## src/hw/spm_params.svh

```systemverilog
`ifndef SPM_PARAMS_SVH
`define SPM_PARAMS_SVH

// Data word width of every stream
`define SPM_W 32

// Fraction bits of rotation and slope coefficients (Q28)
`define SPM_QROTM 28

// Decimation bits, update every 2^SPM_RDECI clocks
`define SPM_RDECI 2

`endif

```

## src/hw/spm_pkg.sv

```systemverilog
`include "spm_params.svh"

package spm_pkg;

    // One data word on any port
    typedef logic signed [`SPM_W-1:0] sample_t;

    // Sum of two coefficient x sample products
    typedef logic signed [`SPM_W+`SPM_QROTM+2-1:0] product_t;

    // Z sum ahead of saturation, headroom for four terms
    typedef logic signed [`SPM_W+4-1:0] zsum_t;

    // Symmetric saturation limits, +/-(2^31-1)
    localparam zsum_t SAT_MAX = zsum_t'({1'b0, {(`SPM_W-1){1'b1}}});
    localparam zsum_t SAT_MIN = -SAT_MAX;

endpackage

```

## src/hw/spm_offset_slew.sv

```systemverilog
module spm_offset_slew (
    input  logic             a_clk,
    input  logic             rst_n,
    input  logic             update,
    input  spm_pkg::sample_t target,
    input  spm_pkg::sample_t step,
    output spm_pkg::sample_t position
);

    spm_pkg::sample_t pos_up;
    spm_pkg::sample_t pos_dn;

    // Reachable window around the current position
    // Caller keeps position +/- step inside the signed range
    assign pos_up = position + step;
    assign pos_dn = position - step;

    always_ff @(posedge a_clk)
    begin
        if (!rst_n)
        begin
            position <= '0;
        end
        else if (update)
        begin
            if (target > pos_up)
            begin
                position <= pos_up;
            end
            else if (target < pos_dn)
            begin
                position <= pos_dn;
            end
            else
            begin
                // Within one step, land exactly on target
                position <= target;
            end
        end
    end

endmodule

```

## config.mk

```make
export PLATFORM = sky130hd
export DESIGN_NAME = spm_offset_slew
export DESIGN_NICKNAME = d
export VERILOG_FILES = /design/src/hw/spm_pkg.sv /design/src/hw/spm_offset_slew.sv
export VERILOG_INCLUDE_DIRS = /design/src /design/src/hw
export SDC_FILE = /design/constraint.sdc
export NUM_CORES = 1
export LEC_CHECK = 0
export ABC_CLOCK_PERIOD_IN_PS = 8700
export BUFFER_PORTS_ARGS = -buffer_cell sky130_fd_sc_hd__buf_2
export CORE_UTILIZATION = 25
export CTS_CLUSTER_SIZE = 24
export DETAILED_ROUTE_END_ITERATION = 12
export MAX_ROUTING_LAYER = met4
export PLACE_DENSITY = 0.43
export SLEW_MARGIN = 25
export SYNTH_ARGS = -nofsm -noshare
export SYNTH_HDL_FRONTEND = slang
export SYNTH_SLANG_ARGS = --single-unit
```

## constraint.sdc

```tcl
create_clock -name a_clk -period 8.7 [get_ports a_clk]
set_input_delay 0.87 -clock a_clk [delete_from_list [all_inputs] [get_ports a_clk]]
set_output_delay 0.87 -clock a_clk [all_outputs]
set_load 0.005 [all_outputs]
```

==> results.md <==
* Number of H-tree levels at 2
* Post-DP Area at 7560 sq um
* Area grow syn2layout at 12.96%
* Die span in x at about 170 um
* Post-DP HPWL at between 20 and 25 mm
* Synthesized Nets at about 1100
* Clk Latency, worst-skew pair at ~300 ps
* CTS buffer count at 5
* Share of cells above drive strength 1 at between 10% and 20%
* Area taken by multi-input logic gates at ~5700 sq um
* CTS resizes at 0
* DRC at 0
* Hold Buf Count CTS at 0
* Min Tclk post-route at 6241 ps
* Via total after detailed routing at 7108
* Most frequent cells in the layout: ha_1 (125), buf_2 (98), a21oi_1 (93)
* Cell Area, Synth at about 6800 sq um
* Vias in the first global route at roughly 7000
* RePlAce Congestion at between 0.8 and 0.9
* Register with the most flip-flops: position
* # nets final at 1187
* Endpoint class of the critical path: flip-flop
* DR iter-0 viols at roughly 390
* Most frequent cell on the critical path: ha_1
* Setup crit start kind: input pin
* Seq. cell area at roughly 640 sq um
* CTS tree: done
* Tcrit/Tclk final at around 72%
* Crit path arrival time at approximately 6400 ps
* Post-synthesis cell type count at between 70 and 80
* Max reg flops at 32
* Max-Cap Viols at 0
* Top Registers: position (32)
* Overall routing resource usage at 19.02%
* Sequential-to-total area share from yosys stat at a little under a tenth
* Placeable Area at 26880 sq um
* Mean Syn Cell Area at ~7.3 sq um
* Clk sinks at 32
* Endpoints failing hold at 0
* Die area at 28040 sq um
* Clock Skews at 8.368 ps
* Fin area at 7730 sq um
* Commonest non-fill, non-tap cell in the layout: ha_1
* Asr flop ratio synth at 0%
* Ys Warns at 0
* Slew Viols, Final at 0
* Setup Fix Bufs, Post-CTS at 0
* Hold slack at around 500 ps
* Worst-path clk slew at 70 ps
* WL/cell at between 15 and 20 um
* Post-synth top area share at a little under a quarter
* CP max stage delay at between 500 and 600 ps
* RSZ-0062 raised after global routing: false
* # IOs at around 100
* CP max-delay cell: a311oi_4
* Highest clock rate at about 160 MHz
* Setup TNS at 0 ps
* 1st-pass router iterations at 5
* Cells along the critical path: buf_2 -> ha_1 -> fa_1 -> nor2b_1 -> o211ai_1 -> a211oi_1 -> nor4_1 -> nor2_1 -> a21oi_1 -> nor3_1 -> or2_2 -> ha_1 -> nand4_1 -> nor4_2 -> o31ai_1 -> and4_1 -> a311oi_4 -> buf_4 -> o21ai_0 -> a32o_1
* Bufs on Longest Clock Path at 2
* Vias per cell at roughly 5.3
* Port-buffer cells at approximately 100
* GRT overflow at 0
* Max VDD drop at roughly 0.17 mV
* Initial antenna violation count at 1
* #FFs+latches synth at 32
* DIE HEIGHT at about 170 um
* PwrDens at ~440 nW/um^2
* Final WL at 25.92 mm
* Worst-path maximum fanout at 33
* Fillers at approximately 3000
* Min-Delay Path Class: flip-flop to flip-flop
* Cells after synthesis at 934
* Largest net degree at the start of global routing at 47
* Leak at ~3.5 nW
* Post-route ant nets at 0
* Top cells by area, synth: ha_1 (23%), dfxtp_1 (9.4%), a21oi_1 (6.8%)
* Status: finished clean
* Site Rows at 60
* Least-Margin Pin Slew at about 1000 ps
* Setup violations, final at 0
* Post-synth EDFFs at 0
* Initial cell density of the core at about a quarter
* Setup CP Type: input pin to flip-flop
* Yosys top cell by area: ha_1
* Power, Total at about 3.4 mW
* Global-route wire length before repair at slightly above 40 mm
* Critical Path RT at approximately 8900 ps
* Clk root buf: clkbuf_16
* Main synth FF type: dfxtp_1
* Max-slew headroom at between 30% and 40%
[where the power goes]
group	switching, mW	internal [mW]	total, mW
Combinational	1.77	1.08	2.85
Clock	0.0848	0.135	0.220
Sequential	0.0977	0.220	0.317
[per-layer routing]
layer	wire length, um	GRT usage [%]	vias to the layer above
li1	-	-	3578
met1	12430	25.04	3297
met2	11760	30.54	197
met3	1191	2.364	36
met4	551	5.066	0
met5	0	-	-
[path summary, 6_finish.rpt]
| path | start | end | slack [ps] | cells past startpoint |
|---|---|---|---|---|
| hold reg to reg | position[10] | position[10] | 510 | 2 |
| setup / recovery | step[0] | position[20] | 2460 | 20 |
| setup reg to reg | position[1] | position[20] | 2770 | 18 |
| hold / removal | position[10] | position[10] | 510 | 2 |
[cell type report]
cell class | instances | share of cell area, %
timing repair buffer | 101 | 6.636
tap | 341 | 5.520
multi-input combinational | 780 | 73.81
sequential | 32 | 8.287
clock inverter | 3 | 0.5503
clock buffer | 5 | 1.619
inverter | 73 | 3.545
antenna | 1 | 0.03237
[cells in the mapped netlist (6+ instances only)]
library cell,count
inv_1,67
xnor2_1,46
buf_2,19
nand2b_1,14
nand4_1,16
and2_1,12
xor2_1,8
or2_2,6
nor2b_1,15
nor4_1,12
inv_2,6
nor3_1,26
a21oi_1,93
ha_1,125
nand2_1,58
o211ai_1,14
o31ai_1,20
nand3_1,30
a211oi_1,27
dfxtp_1,32
o21ai_0,24
nor2_1,80
a31oi_1,8
a32o_1,9
clkbuf_1,24
o21ai_1,16
a21o_1,20
o21bai_1,8
[worst max-delay path: cells and delay by family]
family / cells / cell delay [ps]
buffers and inverters: 2 / 580
AOI/OAI and AO/OA: 7 / 2020
and+or+nand+nor: 8 / 2020
adders and majority gates: 3 / 900
[logic make-up after synthesis]
logic type | count (synthesis) | share of synthesized area (%)
buffers and inverters | 122 | 7.259
and+or+nand+nor | 286 | 20.52
DFF | 32 | 9.362
xor gates and xnor gates | 54 | 6.912
adders and majority gates | 127 | 23.44
muxes | 7 | 1.061
AOI/OAI and AO/OA | 306 | 31.45
[through the flow]
stage,instances,util (%),setup WS (ps)
after floorplan,934,-,3678
after global placement,1327,28.13,2300
after detailed placement,1327,28.13,2188
after CTS,1335,28.75,2482
after global routing,1336,28.76,1968
final,1336,28.76,2459
Power figures use the tool's default switching activity.
