--- src/hw/spm_params.svh ---
`ifndef SPM_PARAMS_SVH
`define SPM_PARAMS_SVH

// Data word width of every stream
`define SPM_W 32

// Fraction bits of rotation and slope coefficients (Q28)
`define SPM_QROTM 28

// Decimation bits, update every 2^SPM_RDECI clocks
`define SPM_RDECI 2

`endif

--- src/hw/spm_pkg.sv ---
`include "spm_params.svh"

package spm_pkg;

    // One data word on any port
    typedef logic signed [`SPM_W-1:0] sample_t;

    // Sum of two coefficient x sample products
    typedef logic signed [`SPM_W+`SPM_QROTM+2-1:0] product_t;

    // Z sum ahead of saturation, headroom for four terms
    typedef logic signed [`SPM_W+4-1:0] zsum_t;

    // Symmetric saturation limits, +/-(2^31-1)
    localparam zsum_t SAT_MAX = zsum_t'({1'b0, {(`SPM_W-1){1'b1}}});
    localparam zsum_t SAT_MIN = -SAT_MAX;

endpackage

--- src/hw/spm_input_sampler.sv ---
`include "spm_params.svh"

module spm_input_sampler (
    input  logic             a_clk,
    input  logic             rst_n,
    input  spm_pkg::sample_t xs,
    input  spm_pkg::sample_t ys,
    input  spm_pkg::sample_t zs,
    input  spm_pkg::sample_t us,
    input  spm_pkg::sample_t rotm_xx,
    input  spm_pkg::sample_t rotm_xy,
    input  spm_pkg::sample_t slope_x,
    input  spm_pkg::sample_t slope_y,
    input  spm_pkg::sample_t x0,
    input  spm_pkg::sample_t y0,
    input  spm_pkg::sample_t z0,
    input  spm_pkg::sample_t u0,
    input  spm_pkg::sample_t xy_step,
    input  spm_pkg::sample_t z_step,
    output logic             update,
    output spm_pkg::sample_t xs_s,
    output spm_pkg::sample_t ys_s,
    output spm_pkg::sample_t zs_s,
    output spm_pkg::sample_t us_s,
    output spm_pkg::sample_t rotm_xx_s,
    output spm_pkg::sample_t rotm_xy_s,
    output spm_pkg::sample_t slope_x_s,
    output spm_pkg::sample_t slope_y_s,
    output spm_pkg::sample_t x0_s,
    output spm_pkg::sample_t y0_s,
    output spm_pkg::sample_t z0_s,
    output spm_pkg::sample_t u0_s,
    output spm_pkg::sample_t xy_step_s,
    output spm_pkg::sample_t z_step_s
);

    logic [`SPM_RDECI-1:0] dec_cnt;

    ////////////////////////////////////////////////////////////
    // Rate divider, strobe on counter wrap
    ////////////////////////////////////////////////////////////
    always_ff @(posedge a_clk)
    begin
        if (!rst_n)
        begin
            dec_cnt <= '0;
            update  <= 1'b0;
        end
        else
        begin
            dec_cnt <= dec_cnt + 1'b1;
            update  <= (dec_cnt == '1);
        end
    end

    ////////////////////////////////////////////////////////////
    // Control inputs held between strobes
    ////////////////////////////////////////////////////////////
    always_ff @(posedge a_clk)
    begin
        if (!rst_n)
        begin
            xs_s      <= '0;
            ys_s      <= '0;
            zs_s      <= '0;
            us_s      <= '0;
            rotm_xx_s <= '0;
            rotm_xy_s <= '0;
            slope_x_s <= '0;
            slope_y_s <= '0;
            x0_s      <= '0;
            y0_s      <= '0;
            z0_s      <= '0;
            u0_s      <= '0;
            xy_step_s <= '0;
            z_step_s  <= '0;
        end
        else if (update)
        begin
            xs_s      <= xs;
            ys_s      <= ys;
            zs_s      <= zs;
            us_s      <= us;
            rotm_xx_s <= rotm_xx;
            rotm_xy_s <= rotm_xy;
            slope_x_s <= slope_x;
            slope_y_s <= slope_y;
            x0_s      <= x0;
            y0_s      <= y0;
            z0_s      <= z0;
            u0_s      <= u0;
            xy_step_s <= xy_step;
            z_step_s  <= z_step;
        end
    end

endmodule

--- config.mk ---
export PLATFORM = sky130hd
export DESIGN_NAME = spm_input_sampler
export DESIGN_NICKNAME = d
export VERILOG_FILES = /design/src/hw/spm_pkg.sv /design/src/hw/spm_input_sampler.sv
export VERILOG_INCLUDE_DIRS = /design/src /design/src/hw
export SDC_FILE = /design/constraint.sdc
export NUM_CORES = 1
export LEC_CHECK = 0
export ABC_AREA = 1
export BUFFER_PORTS_ARGS = -buffer_cell sky130_fd_sc_hd__buf_2
export CAP_MARGIN = 10
export CORE_AREA = 2 2 352 354
export DETAILED_ROUTE_END_ITERATION = 10
export DIE_AREA = 0 0 354 356
export GPL_TIMING_DRIVEN = 0
export HOLD_SLACK_MARGIN = 0.03
export SLEW_MARGIN = 20
export SYNTH_ARGS = -nofsm -noshare
export SYNTH_HDL_FRONTEND = slang
export SYNTH_SLANG_ARGS = --single-unit
--- constraint.sdc ---
create_clock -name a_clk -period 1.1 [get_ports a_clk]
set_clock_uncertainty 0.15 [all_clocks]
set_input_delay 0.165 -clock a_clk [delete_from_list [all_inputs] [get_ports a_clk]]
set_output_delay 0.165 -clock a_clk [all_outputs]
set_load 0.005 [all_outputs]
==> results.md, run 1 <==
- CP arrival: around 1.9 ns
- Vias in the first global route: around 22000
- Cell internal pwr: approximately 31000 uW
- Final nets: between 4000 and 5000
- Num CTS Buffers: 55
- Row cnt: 129
- RSZ-0062 raised after global routing: yes
- Initial drt markers: ~1300
- Switching power: 10800 uW
- CP endpoint kind: register
- Simple-gate share of the synthesized area: between 30% and 40%
- Min Tclk post-route: about 1.5 ns
- Switching share of power: between 20% and 30%
- Sequential power share: 40.9%
- Max Buffers Root-to-Sink: 3
- Initial antenna violation count: 7
- Total Die Area: between 100000 and 150000 um2
- Xor and xnor area share after synthesis: 0%
- Seq cells post-synth: ~450
- CTS root buf: clkbuf_16
- Critical path required time: about 1.5 ns
- Crit Reg-Reg Startpoint: update
- Sequential cell area fraction in the yosys report: between 40% and 50%
- Comb pwr share: roughly 15%
- Crit-path cells: buf_12, clkbuf_16, clkbuf_16, clkbuf_16, nor2_1, nor2_1
- Largest family of logic cells by synthesized area: simple AND/OR/NAND/NOR gates
- Height of the die: 356 um
- Pin count of the biggest net entering global routing: 14
- Slowest cell on the critical path: dfxtp_4
- Library cells used by synthesis: 10
- Final antenna-violating net count: 0
- Post-synthesis mux area share: 0%
- Vias: approximately 22000
- Status: complete, but fails checks
- Hold Path End: z_step_s[18]
- Max Freq: 652 MHz
- Hold depth: 4
- Crit path top cell by count: clkbuf_16
- R2r worst-path depth: 6
- Drt drc: 0
- Layout Utilization: 27.3%
- Failing checks: negative setup slack
- Tot GR Track Use: 13.5%
- First-pass GRT wire length: 128 mm
- Clock Power Share: between 40% and 50%
- Routed WL per cell: 15.8 um
- Clock latency on the worst-skew pair: approximately 0.6 ns
- Worst setup path class: reg2reg
- Post-Synth Adder-Cell Area: less than 1%
- Most common cell after layout, fill and taps aside: buf_2
- Clock-pin slew on the worst setup and hold paths: around 0.06 ns
- Post-Layout Cell Count: between 5000 and 6000
- DP Cell Count: about 5400
- Hold_sp: rst_n
- H-tree levels: 2
- Yosys warning count: 0
- Share of cells above drive strength 1: about 30%
- Synthesized area per cell: between 6 and 7 um2
- CP startpoint kind: register
- Worst-Margin Slew: between 0.7 and 0.8 ns
- Initial Util: between 10 and 15%
- Worst reg2reg endpoint: rotm_xy_s[9]
- Die width: about 350 um
- Io pins: 899
- Grt met3 use: 4.37%
- VDD IR-drop max: approximately 1100 uV
- Count of pins over their slew limit: 0
- Leak pwr: approximately 0.018 uW
- Grt ovf: 0
- Mapped Cells: 2848
- IO Port Bufs: around 900
- Max-slew headroom: roughly half
- Count of final setup violators: around 900
- Layout area overhead: 82.5%
- Final Routed Wirelength: ~95 mm
- PD cells: 1260 nW/um2
- Placer Congestion: roughly 0.97
- TritonCTS clock tree: done
- GR met1 Demand/Resource: between 10% and 20%
- Compound-Gate Fraction of Synth Area: 0%
- 1st-pass router iterations: 6
- GR peak layer: met2
- TNS Setup: -287.00 ns
- Hold Crit Class: in2reg
- Max Cap Viol: 0
- Layout fillers: about 13000
- Slack of the worst reg-to-reg path: -0.43 ns
- Final Cycle Share: 140%
- Post-Syn Area: between 15000 and 20000 um2
- GR Util met2: 22.9%
- Worst Setup Slack, final: -0.435 ns
- Syn Nets: 3299
- DP Area: ~25000 um2
- Core area: between 100000 and 150000 um2
- Worst Path Max Fanout: 7
- Final Cell Area: between 30000 and 40000 um2
- Avg Vias per Cell: between 3 and 4
- Post-detail-place hpwl: 67.1 mm
- Largest stage delay on the critical path: ~0.35 ns
- Hold Vio Cnt, Final: 0
- Sink Count: approximately 450
- Most frequent cells in the layout: 923 x buf_2, 882 x nand2_1, 788 x nor2_1, 451 x inv_1, 449 x dlygate4sd3_1
-- critical path, delay by kind of cell (launching register included) --
| kind | cells | cell delay [ns] |
|---|---|---|
| DFF | 1 | 0.35 |
| and+or+nand+nor | 2 | 0.15 |
| buffers and inverters | 4 | 0.74 |
-- state kept, by name, summed over array words and instances, names as in the netlist, 32 cells and up --
signal and count:
x0_s 32, z0_s 32, z_step_s 32, xy_step_s 32, us_s 32, zs_s 32
xs_s 32, slope_y_s 32, y0_s 32, u0_s 32, slope_x_s 32, ys_s 32
rotm_xy_s 32, rotm_xx_s 32
-- power groups by stage --
stage	Clock, uW	Sequential, uW	Combinational, uW
floorplan	0	17600	1960
global placement	0	17500	4250
detailed placement	0	17500	4270
CTS	19400	17200	5800
global route	19900	17300	6740
finish	18800	17200	6160
-- metal layers --
layer	wire, um	vias to the layer above
met5	40	-
met4	4570	6
met3	7550	211
met2	43600	868
met1	38800	9971
li1	-	11000
-- cell type report --
type | instances | area, um2 | area share, %
Inverter | 451 | 1690 | 5.05
Buffer | 147 | 1610 | 4.81
Tap cell | 1637 | 2050 | 6.11
Antenna cell | 5 | 12.5 | 0.0373
Clock inverter | 16 | 190 | 0.567
Multi-Input combinational cell | 1796 | 7270 | 21.7
Clock buffer | 82 | 1650 | 4.92
Timing Repair Buffer | 1385 | 10000 | 29.8
Sequential cell | 451 | 9060 | 27.0
-- worst max path at each step --
| stage | endpoint | cells past startpoint | from | slack, ns |
|---|---|---|---|---|
| final | rotm_xy_s[9] | 6 | update | -0.43 |
| after global routing | us_s[31] | 6 | update | -0.49 |
| after CTS | slope_x_s[7] | 6 | update | -0.48 |
| after detailed placement | slope_x_s[9] | 6 | update | -1.17 |
| after global placement | slope_x_s[9] | 6 | update | -1.18 |
| after floorplan | rotm_xx_s[0] | 6 | update | -0.11 |
-- repair_timing --
action / in CTS / in global routing
setup buffers: 6 / 2
hold buffers: 449 / 0
endpoints found under the setup margin: 897 / 897
resized for setup: 170 / 222
endpoints found under the hold margin: 448 / 0
pin swaps: 11 / 118
cloned: 6 / 26
-- kinds of logic after synthesis --
group / count (synthesis)
AND/OR/NAND/NOR: 1795
flip-flops: 451
buffers and inverters: 601
adder cells (fa/ha/maj): 1
-- Yosys cell counts --
cell | instances | area share [%]
buf_4 | 32 | 1.3
buf_2 | 88 | 2.4
inv_1 | 451 | 9.2
dfxtp_1 | 451 | 49
ha_1 | 1 | 0.068
clkbuf_1 | 13 | 0.27
buf_6 | 16 | 0.98
buf_1 | 1 | 0.020
nand2_1 | 898 | 18
nor2_1 | 897 | 18
-- metrics by stage --
stage               power (uW)  hold WS [ns]  setup slack, ns
global placement         21800         0.254            -1.18
floorplan                19500         0.203           -0.112
detailed placement       21800         0.262            -1.17
global route             43900        0.0646           -0.488
finish                   42200        0.0731           -0.435
CTS                      42400        0.0130           -0.481
Note: power is estimated with default switching activity, not from simulation.
==> run 2, diff against run 1 <==
--- a/config.mk
+++ b/config.mk
@@ -7,6 +7,7 @@
 export NUM_CORES = 1
 export LEC_CHECK = 0
 export ABC_AREA = 1
+export ABC_CLOCK_PERIOD_IN_PS = 1100
 export BUFFER_PORTS_ARGS = -buffer_cell sky130_fd_sc_hd__buf_2
 export CAP_MARGIN = 10
 export CORE_AREA = 2 2 352 354
@@ -14,6 +15,7 @@
 export DIE_AREA = 0 0 354 356
 export GPL_TIMING_DRIVEN = 0
 export HOLD_SLACK_MARGIN = 0.03
+export REMOVE_ABC_BUFFERS = 1
 export SLEW_MARGIN = 20
 export SYNTH_ARGS = -nofsm -noshare
 export SYNTH_HDL_FRONTEND = slang
==> results.md, run 2 (synthesis results as in run 1) <==
- Max Buffers Root-to-Sink: 3 (unchanged)
- Share of cells above drive strength 1: 35.2% (+5.3 points)
- Max Cap Viol: 0 (unchanged)
- Io pins: 899 (unchanged)
- Sink Count: 451 (unchanged)
- PD cells: 1200 nW/um2 (-4.3%)
- Num CTS Buffers: 55 (unchanged)
- Worst setup path class: reg2reg
- Critical path required time: 1.46 ns (about the same)
- Pin count of the biggest net entering global routing: 121 (+107)
- Largest stage delay on the critical path: 0.38 ns (+0.03 ns)
- Cell internal pwr: 31400 uW (about the same)
- CTS Hold Bufs: 434 (-3.3%)
- Routed WL per cell: 15.1 um (-4.8%)
- Storage element area: 9030 um2 (-0.30%)
- Min Tclk post-route: 1.76 ns (+0.222 ns)
- Hold Crit Class: in2reg
- Hold WS: -0.311 ns (-0.384 ns)
- VDD IR-drop max: 1020 uV (-10%)
- Final Cell Area: 35400 um2 (+5.6%)
- Clock latency on the worst-skew pair: 0.62 ns (+0.02 ns)
- Area taken by multi-input logic gates: 8500 um2 (+17%)
- Grt ovf: 0 (unchanged)
- DP Area: 24500 um2 (-2.4%)
- Switching power: 11300 uW (+4.4%)
- Sequential power share: 40.4% (-0.5 points)
- Tot GR Track Use: 12.0% (-1.5 points)
- Final Routed Wirelength: 89.3 mm (-5.6%)
- Most frequent cells in the layout: 896 x buf_2, 738 x nor2_1, 692 x nand2_1, 451 x inv_1, 450 x dfxtp_1
- Initial drt markers: 1529 (+21%)
- Clock Power Share: 44.1% (-0.4 points)
- Worst Setup Slack, final: -0.657 ns (-0.222 ns)
- Clock-pin slew on the worst setup and hold paths: 0.07 ns (about the same)
- Delay-heaviest family, CP: buffers and inverters
- Worst Path Max Fanout: 6 (-1)
- Worst-Margin Slew: 0.702 ns (-0.0708 ns)
- Switching share of power: 26.5% (+0.84 points)
- Drt drc: 0 (unchanged)
- First-pass GRT wire length: 120 mm (-6.5%)
- Max-slew headroom: 53.2% (+4.7 points)
- Vias in the first global route: 21800 (+1.5%)
- Failing checks: negative hold slack, negative setup slack
- Crit-path cells: buf_12, buf_16, buf_16, buf_12, buf_12, buf_8, buf_16, nor2_4, nor2_1
- Initial Util: 15.0% (unchanged)
- RSZ-0062 raised after global routing: yes
- CP endpoint kind: register
- Avg Vias per Cell: 3.87 (+4.9%)
- Final antenna-violating net count: 0 (unchanged)
- CTS root buf: clkbuf_16
- Initial antenna violation count: 8 (+1)
- Placer Congestion: 0.878 (-9.2%)
- Most common cell after layout, fill and taps aside: buf_2
- WP buf/inv: 7 (+3)
- Post-detail-place hpwl: 44.9 mm (-33%)
- Leak pwr: 0.0184 uW (+4.9%)
- Hold Vio Cnt, Final: 25 (+25)
- DP Cell Count: 5250 (-2.5%)
- Layout Utilization: 28.9% (+1.5 points)
- Max Freq: 569 MHz (-13%)
- CP startpoint kind: register
- TritonCTS clock tree: done
- Row cnt: 129 (unchanged)
- Vias: 22900 (+4.0%)
- Height of the die: 356 um (unchanged)
- Core area: 123000 um2 (unchanged)
- Post-Layout Cell Count: 5924 (-0.77%)
- H-tree levels: 2 (unchanged)
- Slowest cell on the critical path: dfxtp_4
- IO Port Bufs: 898 (+0.11%)
- Final nets: 4695 (-0.91%)
- Count of pins over their slew limit: 0 (unchanged)
- Status: complete, but fails checks
- Die width: 354 um (unchanged)
- Comb pwr share: 15.5% (+0.9 points)
- Final Cycle Share: 160% (+20 points)
- CP arrival: 2.12 ns (+0.23 ns)
- 1st-pass router iterations: 6 (unchanged)
- TNS Setup: -340.59 ns (-53.59 ns)
- Layout area overhead: 92.8%
- Total Die Area: 126000 um2 (unchanged)
- Layout fillers: 12600 (-4.8%)
- Count of final setup violators: 898 (+0.11%)
[run 2: layer usage]
layer	global-route usage [%]	vias to the layer above	share of wire, %
met5	0	-	0.088
met4	6.84	12	6.6
met3	3.45	364	8.4
met2	20.8	1145	48
met1	13.2	10500	37
li1	-	10900	-
[run 2: path summary, 6_finish.rpt]
path              start          to  slack, ns  cells past startpoint
max reg2reg      update    xs_s[15]      -0.66                      9
max              update    xs_s[15]      -0.66                      9
min reg2reg  dec_cnt[0]  dec_cnt[0]       0.27                      1
min               rst_n     ys_s[8]      -0.31                      3
[run 2: power by group through the flow]
stage          clock network [uW]  logic (uW)  registers (uW)
2_1_floorplan                   0        2330           17800
3_5_place_dp                    0        3800           17500
5_1_grt                     20000        7140           17300
4_1_cts                     19400        5890           17200
6_report                    18800        6600           17200
3_3_place_gp                    0        5090           17700
[run 2: stage by stage]
step	total power [uW]	setup WS, ns
after detailed placement	21300	-1.19
after floorplan	20100	-14.18
after global placement	22800	-25.11
after CTS	42500	-0.680
after global routing	44400	-0.690
final	42600	-0.657
[run 2: what timing repair did]
item	in CTS	in global routing
pin swaps	110	203
resized for setup	263	383
buffers inserted	43	13
cloned	56	35
hold endpoints to repair	451	36
setup endpoints to repair	897	897
[run 2: worst min-delay path, delay by kind of cell]
family | cells | cell delay, ns
buffers and inverters | 1 | 0.15
AND/OR/NAND/NOR | 2 | 0.10
[run 2: cell type report]
cell class / count / share of cell area, %
Clock buffer: 80 / 4.61
Tap cell: 1637 / 5.78
Sequential cell: 451 / 25.5
Inverter: 451 / 4.78
Timing Repair Buffer: 1489 / 34.8
Multi-Input combinational cell: 1796 / 24.0
Antenna cell: 3 / 0.0212
Clock inverter: 17 / 0.522
